--- config.mk ---
export PLATFORM = sky130hd
export DESIGN_NAME = buffered_serializer
export DESIGN_NICKNAME = d
export VERILOG_FILES = /design/src/hdl/buffered_serializer_pkg.sv /design/src/hdl/abstract_dsr.sv /design/src/hdl/shortfifo.sv /design/src/hdl/word_serializer.sv /design/src/hdl/buffered_serializer.sv
export SDC_FILE = /design/constraint.sdc
export NUM_CORES = 1
export LEC_CHECK = 0
export BUFFER_PORTS_ARGS = -buffer_cell sky130_fd_sc_hd__buf_4
export CORE_UTILIZATION = 40
export CTS_BUF_LIST = sky130_fd_sc_hd__clkbuf_16
export DETAILED_ROUTE_END_ITERATION = 7
export SLEW_MARGIN = 5
export SYNTH_ARGS = -nofsm -noshare
export SYNTH_HDL_FRONTEND = slang
export SYNTH_SLANG_ARGS = --single-unit
--- constraint.sdc ---
create_clock -name clk -period 6 [get_ports clk]
set_input_delay 0.6 -clock clk [delete_from_list [all_inputs] [get_ports clk]]
set_output_delay 0.6 -clock clk [all_outputs]
set_load 0.02 [all_outputs]
--- src/hdl/buffered_serializer_pkg.sv ---
// shared widths, status and serial-output types for the buffered serializer
// DATA_W is limited to 2..32 because of the 5-bit bit index
// ADDR_W of at least 1, FIFO depth is 2**ADDR_W words
package buffered_serializer_pkg;

	// default word width
	localparam int DATA_W_DEFAULT = 8;

	// default FIFO address width, 8 words deep
	localparam int ADDR_W_DEFAULT = 3;

	// index of a bit within a word, counts down from DATA_W-1
	typedef logic [4:0] bit_idx_t;

	// FIFO fill status flags
	typedef struct packed {
		// 2**ADDR_W words held
		logic full;
		// nothing held
		logic empty;
		// exactly one word held
		logic last;
	} fifo_status_t;

	// serial line, one bit per ser_en tick
	typedef struct packed {
		// high on the msb of each word
		logic frame;
		// a bit is on the line
		logic valid;
		// the bit itself
		logic data;
	} ser_out_t;

	// serializer FSM
	typedef enum logic {
		SER_IDLE,
		SER_SHIFT
	} ser_state_t;

endpackage

--- src/hdl/abstract_dsr.sv ---
// one-bit dynamic shift register with an addressed read tap
// no reset and no init value, so synthesis can map it onto one SRL16E/SRL32E
// ADDR_W must be at least 1
`timescale 1ns/1ns

module abstract_dsr #(
	parameter int ADDR_W = 4
) (
	input  logic              clk,
	input  logic              ce,
	input  logic              din,
	input  logic [ADDR_W-1:0] addr,
	output logic              dout
);

	localparam int LEN = 1 << ADDR_W;

	// newest bit sits at index 0, oldest at index LEN-1
	logic [LEN-1:0] sr;

	// shift only on enable
	always_ff @(posedge clk) begin
		if (ce) begin
			sr <= {sr[LEN-2:0], din};
		end
	end

	// read tap is purely combinational
	assign dout = sr[addr];

endmodule

--- src/hdl/shortfifo.sv ---
// short first-word-fall-through FIFO built from per-bit shift registers
// single clock domain, depth 2**ADDR_W
// count is all ones when empty, 0 with one word, 2**ADDR_W-1 when full
// a write while full is only taken together with a read, else it is dropped
`timescale 1ns/1ns

module shortfifo import buffered_serializer_pkg::*; #(
	parameter int DATA_W = DATA_W_DEFAULT,
	parameter int ADDR_W = ADDR_W_DEFAULT
) (
	input  logic              clk,
	input  logic              rst_n,
	input  logic [DATA_W-1:0] din,
	input  logic              we,
	input  logic              re,
	output logic [DATA_W-1:0] dout,
	output fifo_status_t      status,
	output logic [ADDR_W:0]   count
);

	localparam int DEPTH = 1 << ADDR_W;

	// pointer value with DEPTH words held
	localparam logic [ADDR_W:0] FULL_PTR = (ADDR_W + 1)'(DEPTH - 1);

	// read pointer, one bit wider than the slice address
	// all ones means empty, wraps to zero on the first write
	logic [ADDR_W:0] raddr;

	// strobes after gating
	logic re_acc;
	logic we_acc;

	// local copies of the status flags
	logic full;
	logic empty;
	logic last;

	// one shift register per data bit, all sharing the write strobe
	// and the read address, so a whole word moves in lockstep
	genvar i;
	generate
		for (i = 0; i < DATA_W; i++) begin : bit_slice
			abstract_dsr #(
				.ADDR_W(ADDR_W)
			) srl (
				.clk (clk),
				.ce  (we_acc),
				.din (din[i]),
				.addr(raddr[ADDR_W-1:0]),
				.dout(dout[i])
			);
		end
	endgenerate

	// a pop on an empty FIFO is ignored
	assign re_acc = re && !empty;

	// while full, a write only fits if a word leaves in the same cycle
	assign we_acc = we && (!full || re_acc);

	// pointer tracks the oldest word's position in the shift chain
	// write pushes it one deeper, read pulls it one closer
	// write and read together leave it where it is
	always_ff @(posedge clk or negedge rst_n) begin
		if (!rst_n) begin
			raddr <= '1;
		end else begin
			if (we_acc && !re_acc) begin
				raddr <= raddr + 1'b1;
			end else if (re_acc && !we_acc) begin
				raddr <= raddr - 1'b1;
			end
		end
	end

	// flags decoded straight from the pointer
	assign full  = (raddr == FULL_PTR);
	assign empty = &raddr;
	assign last  = (raddr == '0);

	// pack status for the outside
	assign status.full  = full;
	assign status.empty = empty;
	assign status.last  = last;

	// fill level minus one, as a signed-looking count
	assign count = raddr;

endmodule

--- src/hdl/word_serializer.sv ---
// pops words from a fall-through FIFO and sends them MSB first
// one bit per ser_en tick, next word follows with no gap when data waits
// ser_out is registered, re is combinational from state and FIFO status
// DATA_W from 2 to 32
`timescale 1ns/1ns

module word_serializer import buffered_serializer_pkg::*; #(
	parameter int DATA_W = DATA_W_DEFAULT
) (
	input  logic              clk,
	input  logic              rst_n,
	input  logic [DATA_W-1:0] word,
	input  fifo_status_t      status,
	input  logic              ser_en,
	output logic              re,
	output ser_out_t          ser_out
);

	// index of the msb, first value of the down-counter
	localparam bit_idx_t MSB_IDX = bit_idx_t'(DATA_W - 1);

	ser_state_t state;

	// word being sent, msb always holds the bit on the line
	logic [DATA_W-1:0] shreg;

	// position of the bit on the line, 0 means lsb
	bit_idx_t bit_cnt;

	// lsb on the line
	logic last_bit;

	// line moves to the next bit this cycle
	logic advance;

	assign last_bit = (bit_cnt == '0);
	assign advance  = (state == SER_SHIFT) && ser_en;

	// pop request
	// idle: take a word as soon as one is there
	// shifting: chain the next word on the tick that consumes the lsb
	// never pops when empty, so the FIFO's own read gating stays unused
	always_comb begin
		re = 1'b0;
		case (state)
			SER_IDLE: begin
				re = !status.empty;
			end
			SER_SHIFT: begin
				re = ser_en && last_bit && !status.empty;
			end
			default: begin
				re = 1'b0;
			end
		endcase
	end

	// FSM, bit counter and serial output
	always_ff @(posedge clk or negedge rst_n) begin
		if (!rst_n) begin
			state   <= SER_IDLE;
			bit_cnt <= '0;
			ser_out <= '0;
		end else begin
			if (re) begin
				// new word, msb goes out with frame
				state         <= SER_SHIFT;
				bit_cnt       <= MSB_IDX;
				ser_out.frame <= 1'b1;
				ser_out.valid <= 1'b1;
				ser_out.data  <= word[DATA_W-1];
			end else if (advance) begin
				if (last_bit) begin
					// lsb consumed and nothing waiting
					state   <= SER_IDLE;
					ser_out <= '0;
				end else begin
					bit_cnt       <= bit_cnt - 1'b1;
					ser_out.frame <= 1'b0;
					// next bit down, read before the shift below lands
					ser_out.data  <= shreg[DATA_W-2];
				end
			end
			// ser_en low holds the line steady
		end
	end

	// word payload, loaded on pop and shifted left on each tick
	always_ff @(posedge clk) begin
		if (re) begin
			shreg <= word;
		end else if (advance) begin
			shreg <= {shreg[DATA_W-2:0], 1'b0};
		end
	end

endmodule

--- src/hdl/buffered_serializer.sv ---
// buffered serial transmitter top level
// write strobes fill a short FIFO, the serializer drains it MSB first
// single clock, no handshake, writes to a full FIFO without a pop are lost
// DATA_W 2..32, ADDR_W at least 1
`timescale 1ns/1ns

module buffered_serializer import buffered_serializer_pkg::*; #(
	parameter int DATA_W = DATA_W_DEFAULT,
	parameter int ADDR_W = ADDR_W_DEFAULT
) (
	input  logic              clk,
	input  logic              rst_n,
	// write side
	input  logic [DATA_W-1:0] in_data,
	input  logic              in_we,
	// bit-enable tick for the line
	input  logic              ser_en,
	// FIFO status
	output fifo_status_t      fifo_status,
	output logic [ADDR_W:0]   count,
	// serial line
	output ser_out_t          ser_out
);

	// oldest word, falls through combinationally
	logic [DATA_W-1:0] fifo_dout;

	// pop strobe from the serializer
	logic fifo_re;

	// word buffer
	shortfifo #(
		.DATA_W(DATA_W),
		.ADDR_W(ADDR_W)
	) u_fifo (
		.clk   (clk),
		.rst_n (rst_n),
		.din   (in_data),
		.we    (in_we),
		.re    (fifo_re),
		.dout  (fifo_dout),
		.status(fifo_status),
		.count (count)
	);

	// parallel to serial, also sees empty to decide when to pop
	word_serializer #(
		.DATA_W(DATA_W)
	) u_ser (
		.clk    (clk),
		.rst_n  (rst_n),
		.word   (fifo_dout),
		.status (fifo_status),
		.ser_en (ser_en),
		.re     (fifo_re),
		.ser_out(ser_out)
	);

endmodule

==> flow_summary_export.csv, run 1 <==
group,metric,value,unit
die,start_util,0.421,
sta,hold_violations,0,
grt,overflow,0,
sta,slew_viol_final,0,
grt,antenna_found_initial,0,
synth,yosysMostFrequentCell,"edfxtp_1",
detailed_routing,wl,5.85,mm
flow_run,drv_cap,0,
layout,nNetsFinal,239,
clock_tree,cts_root_buf,"clkbuf_16",
detailed_routing,vias,1777,
critical_path,endpoint_kind,"flip-flop",
synth,synth_common_cells,"edfxtp_1 (71), nand2_1 (17), mux4_2 (16), o21ai_0 (10), mux2i_1 (9)",
layout,synthToLayoutAreaGrowth,13.8,%
pwr,p_leak,0.00148,uW
sta,fin_crit_sh,0.606,
synth,synthesis.nets,220,
critical_path,worstPathRequired,6250,ps
die,core_area,0.00838,sq mm
synth,synth_compound_area_frac,0.0543,
die,die_h,95.9,um
detailed_routing,dr.pass1.iters,4,
grt,grt_pass1_wl,9.43,mm
critical_path,reg2regPathDepth,13,
detailed_routing,wire_per_inst,17.7,um
detailed_routing,first_iter_violations,142,
synth,synth_top_family_by_area,"multiplexers",
critical_path,crit_slowest_cell,"buf_4",
synth,synth-main-ff-cell,"edfxtp_1",
critical_path,path_class,"flip-flop to flip-flop",
outcome,status,"finished, final reports clean",
clock_tree,clk_pin_slew_worst_paths,60,ps
sta,hold_ws,103,ps
critical_path,rr_startpoint,"u_ser.bit_cnt[1]$_DFFE_PN0P_",
synth,synthXorXnorAreaFrac,0.00497,
synth,synth_warnings,0,
placement,port_buffers,21,
clock_tree,postCtsResizedCells,0,
synth,yosys-top-cells-area,"edfxtp_1 (60%), mux4_2 (10%), dfrtp_1 (5.7%), dfstp_2 (3.0%), mux2i_1 (2.6%)",
synth,yosys.area.top_type,"edfxtp_1",
synth,synth_edf_count,71,
pwr,pwr_density_cell,478,mW/mm^2
critical_path,crit_arrival,3880,ps
clock_tree,cts_tree,"built",
clock_tree,insertion_delay,330,ps
clock_tree,cts_made_buffers,9,
worst_hold_path,min-delay-path-class,"input port to async pin",
critical_path,r2r_slack,2360,ps
synth,muxShareOfSynthArea,0.131,
pwr,peakVddDrop,0.000193,V
grt,grtUsageTotal,0.145,
sta,tightest_slew,810,ps
sta,fmax,0.275,GHz
synth,synth_area_per_cell,17.5,sq um
sta,rsz0062_at_grt,"no",
clock_tree,cts.sinks,83,
grt,grt_max_degree,66,
die,rows,33,
critical_path,crit_top_cell,"ha_1",
clock_tree,hold_buffers,0,
synth,synth_seq_area_share,0.691,
critical_path,setup.worst_path.start_class,"flip-flop",
synth,post_synth_inst_count,202,
synth,async_flop_share,0.145,
layout,antennaDiodeCount,0,
synth,syn-cell-area,0.00353,sq mm
synth,netlist.area_leader.share,0.604,
synth,synth-simple-area-share,0.0578,
critical_path,worstReg2RegEnd,"u_fifo.count[3]$_DFFE_PN1P_",
detailed_routing,drtAntennaViolNets,0,
critical_path,worstPathCellList,"inv_1, ha_1, nor4b_2, nand2_1, nand2_1, o31a_2, buf_4, ha_1, inv_1, ha_1, a21o_1, a2111oi_0, o31ai_1",
synth,yosysUniqueCellTypes,42,
clock_tree,htree_levels,3,
critical_path,critPathMaxFanout,65,
clock_tree,ctsLongestPathBuffers,2,
die,pin_count,22,
die,die_area,0.00920,sq mm
synth,synth_fa_ha_area_frac,0.0234,
sta,finalClockSkew,7.59,ps
placement,gp_congestion,0.753,
sta,setup_tns,0,ps
detailed_routing,drc_errors,0,
detailed_routing,avgViaCountPerCell,5.37,
sta,finalSetupViolCount,0,
sta,max-slew-margin-rel,0.460,
layout,drive_gt1_frac,0.292,
critical_path,critPathMaxStageDelay,620,ps
synth,yosys_register_bits,83,
layout,fillers,716,
grt,grt_pass1_vias,1808,
clock_tree,cts_setup_buffers,0,
sta,layout_min_cycle_time,3640,ps
placement,hpwl,3.53,mm
die,die_w,95.9,um
==> worst max path at each step <==
stage	start	end	slack, ps	cells past startpoint
after floorplan	u_ser.bit_cnt[0]$_DFFE_PN0P_	u_fifo.count[3]$_DFFE_PN1P_	1740	12
after global routing	u_ser.bit_cnt[1]$_DFFE_PN0P_	u_fifo.count[3]$_DFFE_PN1P_	1960	13
final	u_ser.bit_cnt[1]$_DFFE_PN0P_	u_fifo.count[3]$_DFFE_PN1P_	2360	13
after CTS	u_ser.bit_cnt[1]$_DFFE_PN0P_	u_fifo.count[3]$_DFFE_PN1P_	2340	13
after global placement	u_fifo.count[1]$_DFFE_PN1P_	u_fifo.count[3]$_DFFE_PN1P_	2530	9
after detailed placement	u_ser.bit_cnt[0]$_DFFE_PN0P_	u_fifo.count[3]$_DFFE_PN1P_	2340	13
==> report_power, final <==
part | total [uW] | switching, uW | leakage [uW] | internal (uW)
clock network | 557 | 231 | 0.000154 | 327
logic | 428 | 186 | 0.000493 | 242
registers | 934 | 156 | 0.000829 | 777
total | 1920 | 572 | 0.00148 | 1350
==> area by class of cell <==
| class | instances | area, sq um | area share |
|---|---|---|---|
| flip-flops and latches | 83 | 2440 | 0.607 |
| multi-input cells | 100 | 958 | 0.239 |
| clock buffers | 9 | 225 | 0.0561 |
| repair buffers | 22 | 165 | 0.0412 |
| well taps | 105 | 131 | 0.0327 |
| clock inverters | 7 | 76.3 | 0.0190 |
| inverters | 5 | 18.8 | 0.00468 |
==> layout by cell type (no fill, tap or decap), types with 2 or more instances in the layout <==
cell type | synthesis | routed
inv_1 | 5 | 6
clkbuf_16 | 0 | 9
dfstp_2 | 4 | 4
o21ai_0 | 10 | 10
o22ai_1 | 2 | 2
dfrtp_1 | 8 | 8
ha_1 | 5 | 5
nand2_1 | 17 | 17
o21ai_1 | 2 | 2
nor2_1 | 3 | 3
nor3_1 | 4 | 4
buf_4 | 6 | 22
a21oi_1 | 3 | 3
edfxtp_1 | 71 | 71
inv_6 | 0 | 2
xnor2_1 | 2 | 2
a22oi_1 | 2 | 2
mux2i_1 | 9 | 9
mux4_2 | 16 | 16
nand3_1 | 5 | 5
==> sequential cells by signal (all words and copies together) (netlist names) <==
name                     count
u_ser.bit_cnt                5
u_fifo.count                 4
u_fifo.bit_slice.srl.sr     64
u_ser.shreg                  7
u_ser.ser_out                3
==> cell families (layout without fill, tap and decap cells) <==
family                     after synthesis  after routing
adders and majority gates                6              6
buffers and inverters                   19             43
muxes                                   26             26
DFF                                     83             83
xor gates and xnor gates                 2              2
and+or+nand+nor                         38             38
AOI/OAI and AO/OA                       28             28
==> critical path: cells and delay by family (launching register included) <==
| kind | cells | cell delay (ps) |
|---|---|---|
| compound gates | 4 | 970 |
| buf+inv | 3 | 860 |
| fa+ha+maj | 3 | 780 |
| simple gates | 3 | 550 |
| flops | 1 | 400 |
==> per-layer routing <==
layer | track usage | vias up | share of wire
li1 | - | 830 | -
met1 | 0.197 | 904 | 0.48
met2 | 0.216 | 36 | 0.47
met3 | 0.0474 | 7 | 0.039
met4 | 0.0572 | 0 | 0.011
met5 | 0 | - | 0
==> metrics by stage <==
| step | setup slack [ps] | instance area (sq um) | total power, uW | utilization | std cells |
|---|---|---|---|---|---|
| CTS | 2340 | 4010 | 1950 | 0.479 | 331 |
| finish | 2360 | 4010 | 1920 | 0.479 | 331 |
| floorplan | 1740 | 3530 | 1280 | - | 202 |
| detailed placement | 2340 | 3710 | 1380 | 0.443 | 315 |
| global route | 1960 | 4010 | 2030 | 0.479 | 331 |
| global placement | 2530 | 3710 | 1370 | 0.443 | 315 |
No activity file was read; power rests on OpenSTA's default activity.
==> inputs of run 2 (changes only) <==
==> constraint.sdc (replaced) <==
create_clock -name clk -period 3.3 [get_ports clk]
set_input_delay 0.33 -clock clk [delete_from_list [all_inputs] [get_ports clk]]
set_output_delay 0.33 -clock clk [all_outputs]
set_load 0.02 [all_outputs]
==> run 2 against run 1 <==
Combinational power up 120%; sequential power up 66%; fmax up 30%; final area up 0.81%.
==> flow_summary_export.csv, run 2 (synthesis gave the netlist of run 1 again) <==
group,metric,value,unit
clock_tree,insertion_delay,330,ps
clock_tree,cts_tree,"built",
layout,fin_util,0.483,
critical_path,worstPathRequired,3550,ps
layout,largest_register_ffs,64,
placement,gp_congestion,0.731,
worst_hold_path,min_to,"u_fifo.bit_slice[7].srl.sr[0]$_DFFE_PP_",
sta,max-slew-margin-rel,0.472,
critical_path,critPathMaxFanout,5,
layout,reg.largest.list,"u_fifo.bit_slice.srl.sr x64, u_ser.shreg x7, u_ser.bit_cnt x5",
die,start_util,0.421,
grt,top_usage_layer,"met2",
layout,final_common_cell,"edfxtp_1",
grt,grt_pass1_vias,1764,
layout,synthToLayoutAreaGrowth,14.7,%
detailed_routing,drtAntennaViolNets,0,
worst_hold_path,min-delay-path-class,"input port to flip-flop",
grt,grt_pass1_wl,9.21,mm
sta,slew_viol_final,0,
outcome,status,"finished, final reports clean",
sta,layout_min_cycle_time,2790,ps
critical_path,setup.worst_path.start_class,"flip-flop",
grt,use_met3,0.0371,
pwr,pwr_density_cell,853,mW/mm^2
sta,hold_violations,0,
layout,drive_gt1_frac,0.294,
sta,fmax,0.358,GHz
flow_run,drv_cap,0,
die,die_w,95.9,um
critical_path,rr_startpoint,"u_ser.bit_cnt[0]$_DFFE_PN0P_",
layout,largest-register,"u_fifo.bit_slice.srl.sr",
grt,use_met1,0.197,
placement,hpwl,3.51,mm
layout,final_cell_mix,"edfxtp_1 (71), buf_4 (26), nand2_1 (17), mux4_2 (16), o21ai_0 (10)",
critical_path,r2r_slack,510,ps
clock_tree,hold_buffers,1,
sta,finalSetupViolCount,0,
layout,nNetsFinal,244,
detailed_routing,first_iter_violations,160,
clock_tree,ctsLongestPathBuffers,2,
sta,fin_crit_sh,0.846,
sta,tightest_slew,792,ps
die,die_area,0.00920,sq mm
worst_hold_path,hold_depth,1,
pwr,peakVddDrop,0.000347,V
critical_path,crit_arrival,3040,ps
die,pin_count,22,
detailed_routing,wl,5.63,mm
clock_tree,postCtsResizedCells,0,
detailed_routing,dr.pass1.iters,4,
sta,rsz0062_at_grt,"no",
die,core_area,0.00838,sq mm
clock_tree,cts.sinks,83,
grt,overflow,0,
clock_tree,clk_pin_slew_worst_paths,60,ps
sta,finalClockSkew,8.16,ps
die,rows,33,
critical_path,worstReg2RegEnd,"u_fifo.count[3]$_DFFE_PN1P_",
die,die_h,95.9,um
layout,antennaDiodeCount,0,
clock_tree,htree_levels,3,
critical_path,reg2regPathDepth,12,
pwr,p_leak,0.00150,uW
layout,fillers,723,
grt,grtUsageTotal,0.139,
critical_path,path_class,"flip-flop to flip-flop",
detailed_routing,wire_per_inst,16.7,um
placement,dpl-instance-area,0.00375,sq mm
detailed_routing,avgViaCountPerCell,5.37,
detailed_routing,drc_errors,0,
detailed_routing,vias,1803,
layout,final_area,0.00405,sq mm
grt,grt_max_degree,65,
clock_tree,cts_root_buf,"clkbuf_16",
clock_tree,cts_made_buffers,9,
sta,setup_tns,0,ps
worst_hold_path,min-delay-start,"in_data[7]",
grt,antenna_found_initial,0,
grt,grt_util_met2,0.199,
critical_path,endpoint_kind,"flip-flop",
placement,port_buffers,21,
clock_tree,cts_setup_buffers,0,
[run 2: cell count changes in the layout (fill, tap and decap cells not counted), sizes merged]
cell         change
inv              -2
dlygate4sd3      +1
clkinvlp         +2
buf              +4
[run 2: area by class of cell]
| cell class | instances | area [sq um] | share of cell area |
|---|---|---|---|
| clock buffers | 9 | 225 | 0.0557 |
| clock inverters | 7 | 61.3 | 0.0152 |
| inverters | 5 | 18.8 | 0.00464 |
| multi-input cells | 100 | 966 | 0.239 |
| flip-flops and latches | 83 | 2440 | 0.603 |
| well taps | 105 | 131 | 0.0325 |
| repair buffers | 27 | 205 | 0.0507 |
[run 2: how the worst max path moves through the flow]
stage	to	slack, ps	start
floorplan	u_fifo.count[3]$_DFFE_PN1P_	130	u_fifo.count[1]$_DFFE_PN1P_
global placement	u_fifo.count[3]$_DFFE_PN1P_	620	u_ser.bit_cnt[0]$_DFFE_PN0P_
detailed placement	u_fifo.count[3]$_DFFE_PN1P_	530	u_ser.bit_cnt[0]$_DFFE_PN0P_
CTS	u_fifo.count[3]$_DFFE_PN1P_	500	u_ser.bit_cnt[0]$_DFFE_PN0P_
global route	u_fifo.count[3]$_DFFE_PN1P_	270	u_ser.bit_cnt[0]$_DFFE_PN0P_
finish	u_fifo.count[3]$_DFFE_PN1P_	510	u_ser.bit_cnt[0]$_DFFE_PN0P_
[run 2: critical path, stage by stage, from the launching register on]
cell,delay (ps)
dfrtp_1,400
inv_1,120
ha_1,170
nor4b_2,330
nand2_1,100
nand2_1,110
o31a_4,130
ha_1,210
inv_1,120
ha_1,290
a21o_1,200
a2111oi_0,390
o31ai_1,140
[run 2: metrics by stage]
stage | instances | power [uW] | hold WS [ps] | setup slack [ps]
finish | 336 | 3450 | 175 | 508
detailed placement | 319 | 2540 | 180 | 533
CTS | 336 | 3500 | 164 | 498
global route | 336 | 3640 | 158 | 270
global placement | 319 | 2520 | 181 | 617
floorplan | 202 | 2320 | 34.4 | 130
[run 2: per-layer routing]
metal / vias to the layer above / wire length, um
met5: - / 0
met4: 0 / 75
met3: 7 / 206
met2: 46 / 2640
met1: 912 / 2700
li1: 838 / -
[run 2: report_power, final]
group	internal, uW	switching (uW)	total (uW)	leakage [uW]
clock	576	373	949	0.000141
sequential	1410	135	1550	0.000829
combinational	465	489	954	0.000526
total	2450	997	3450	0.00150
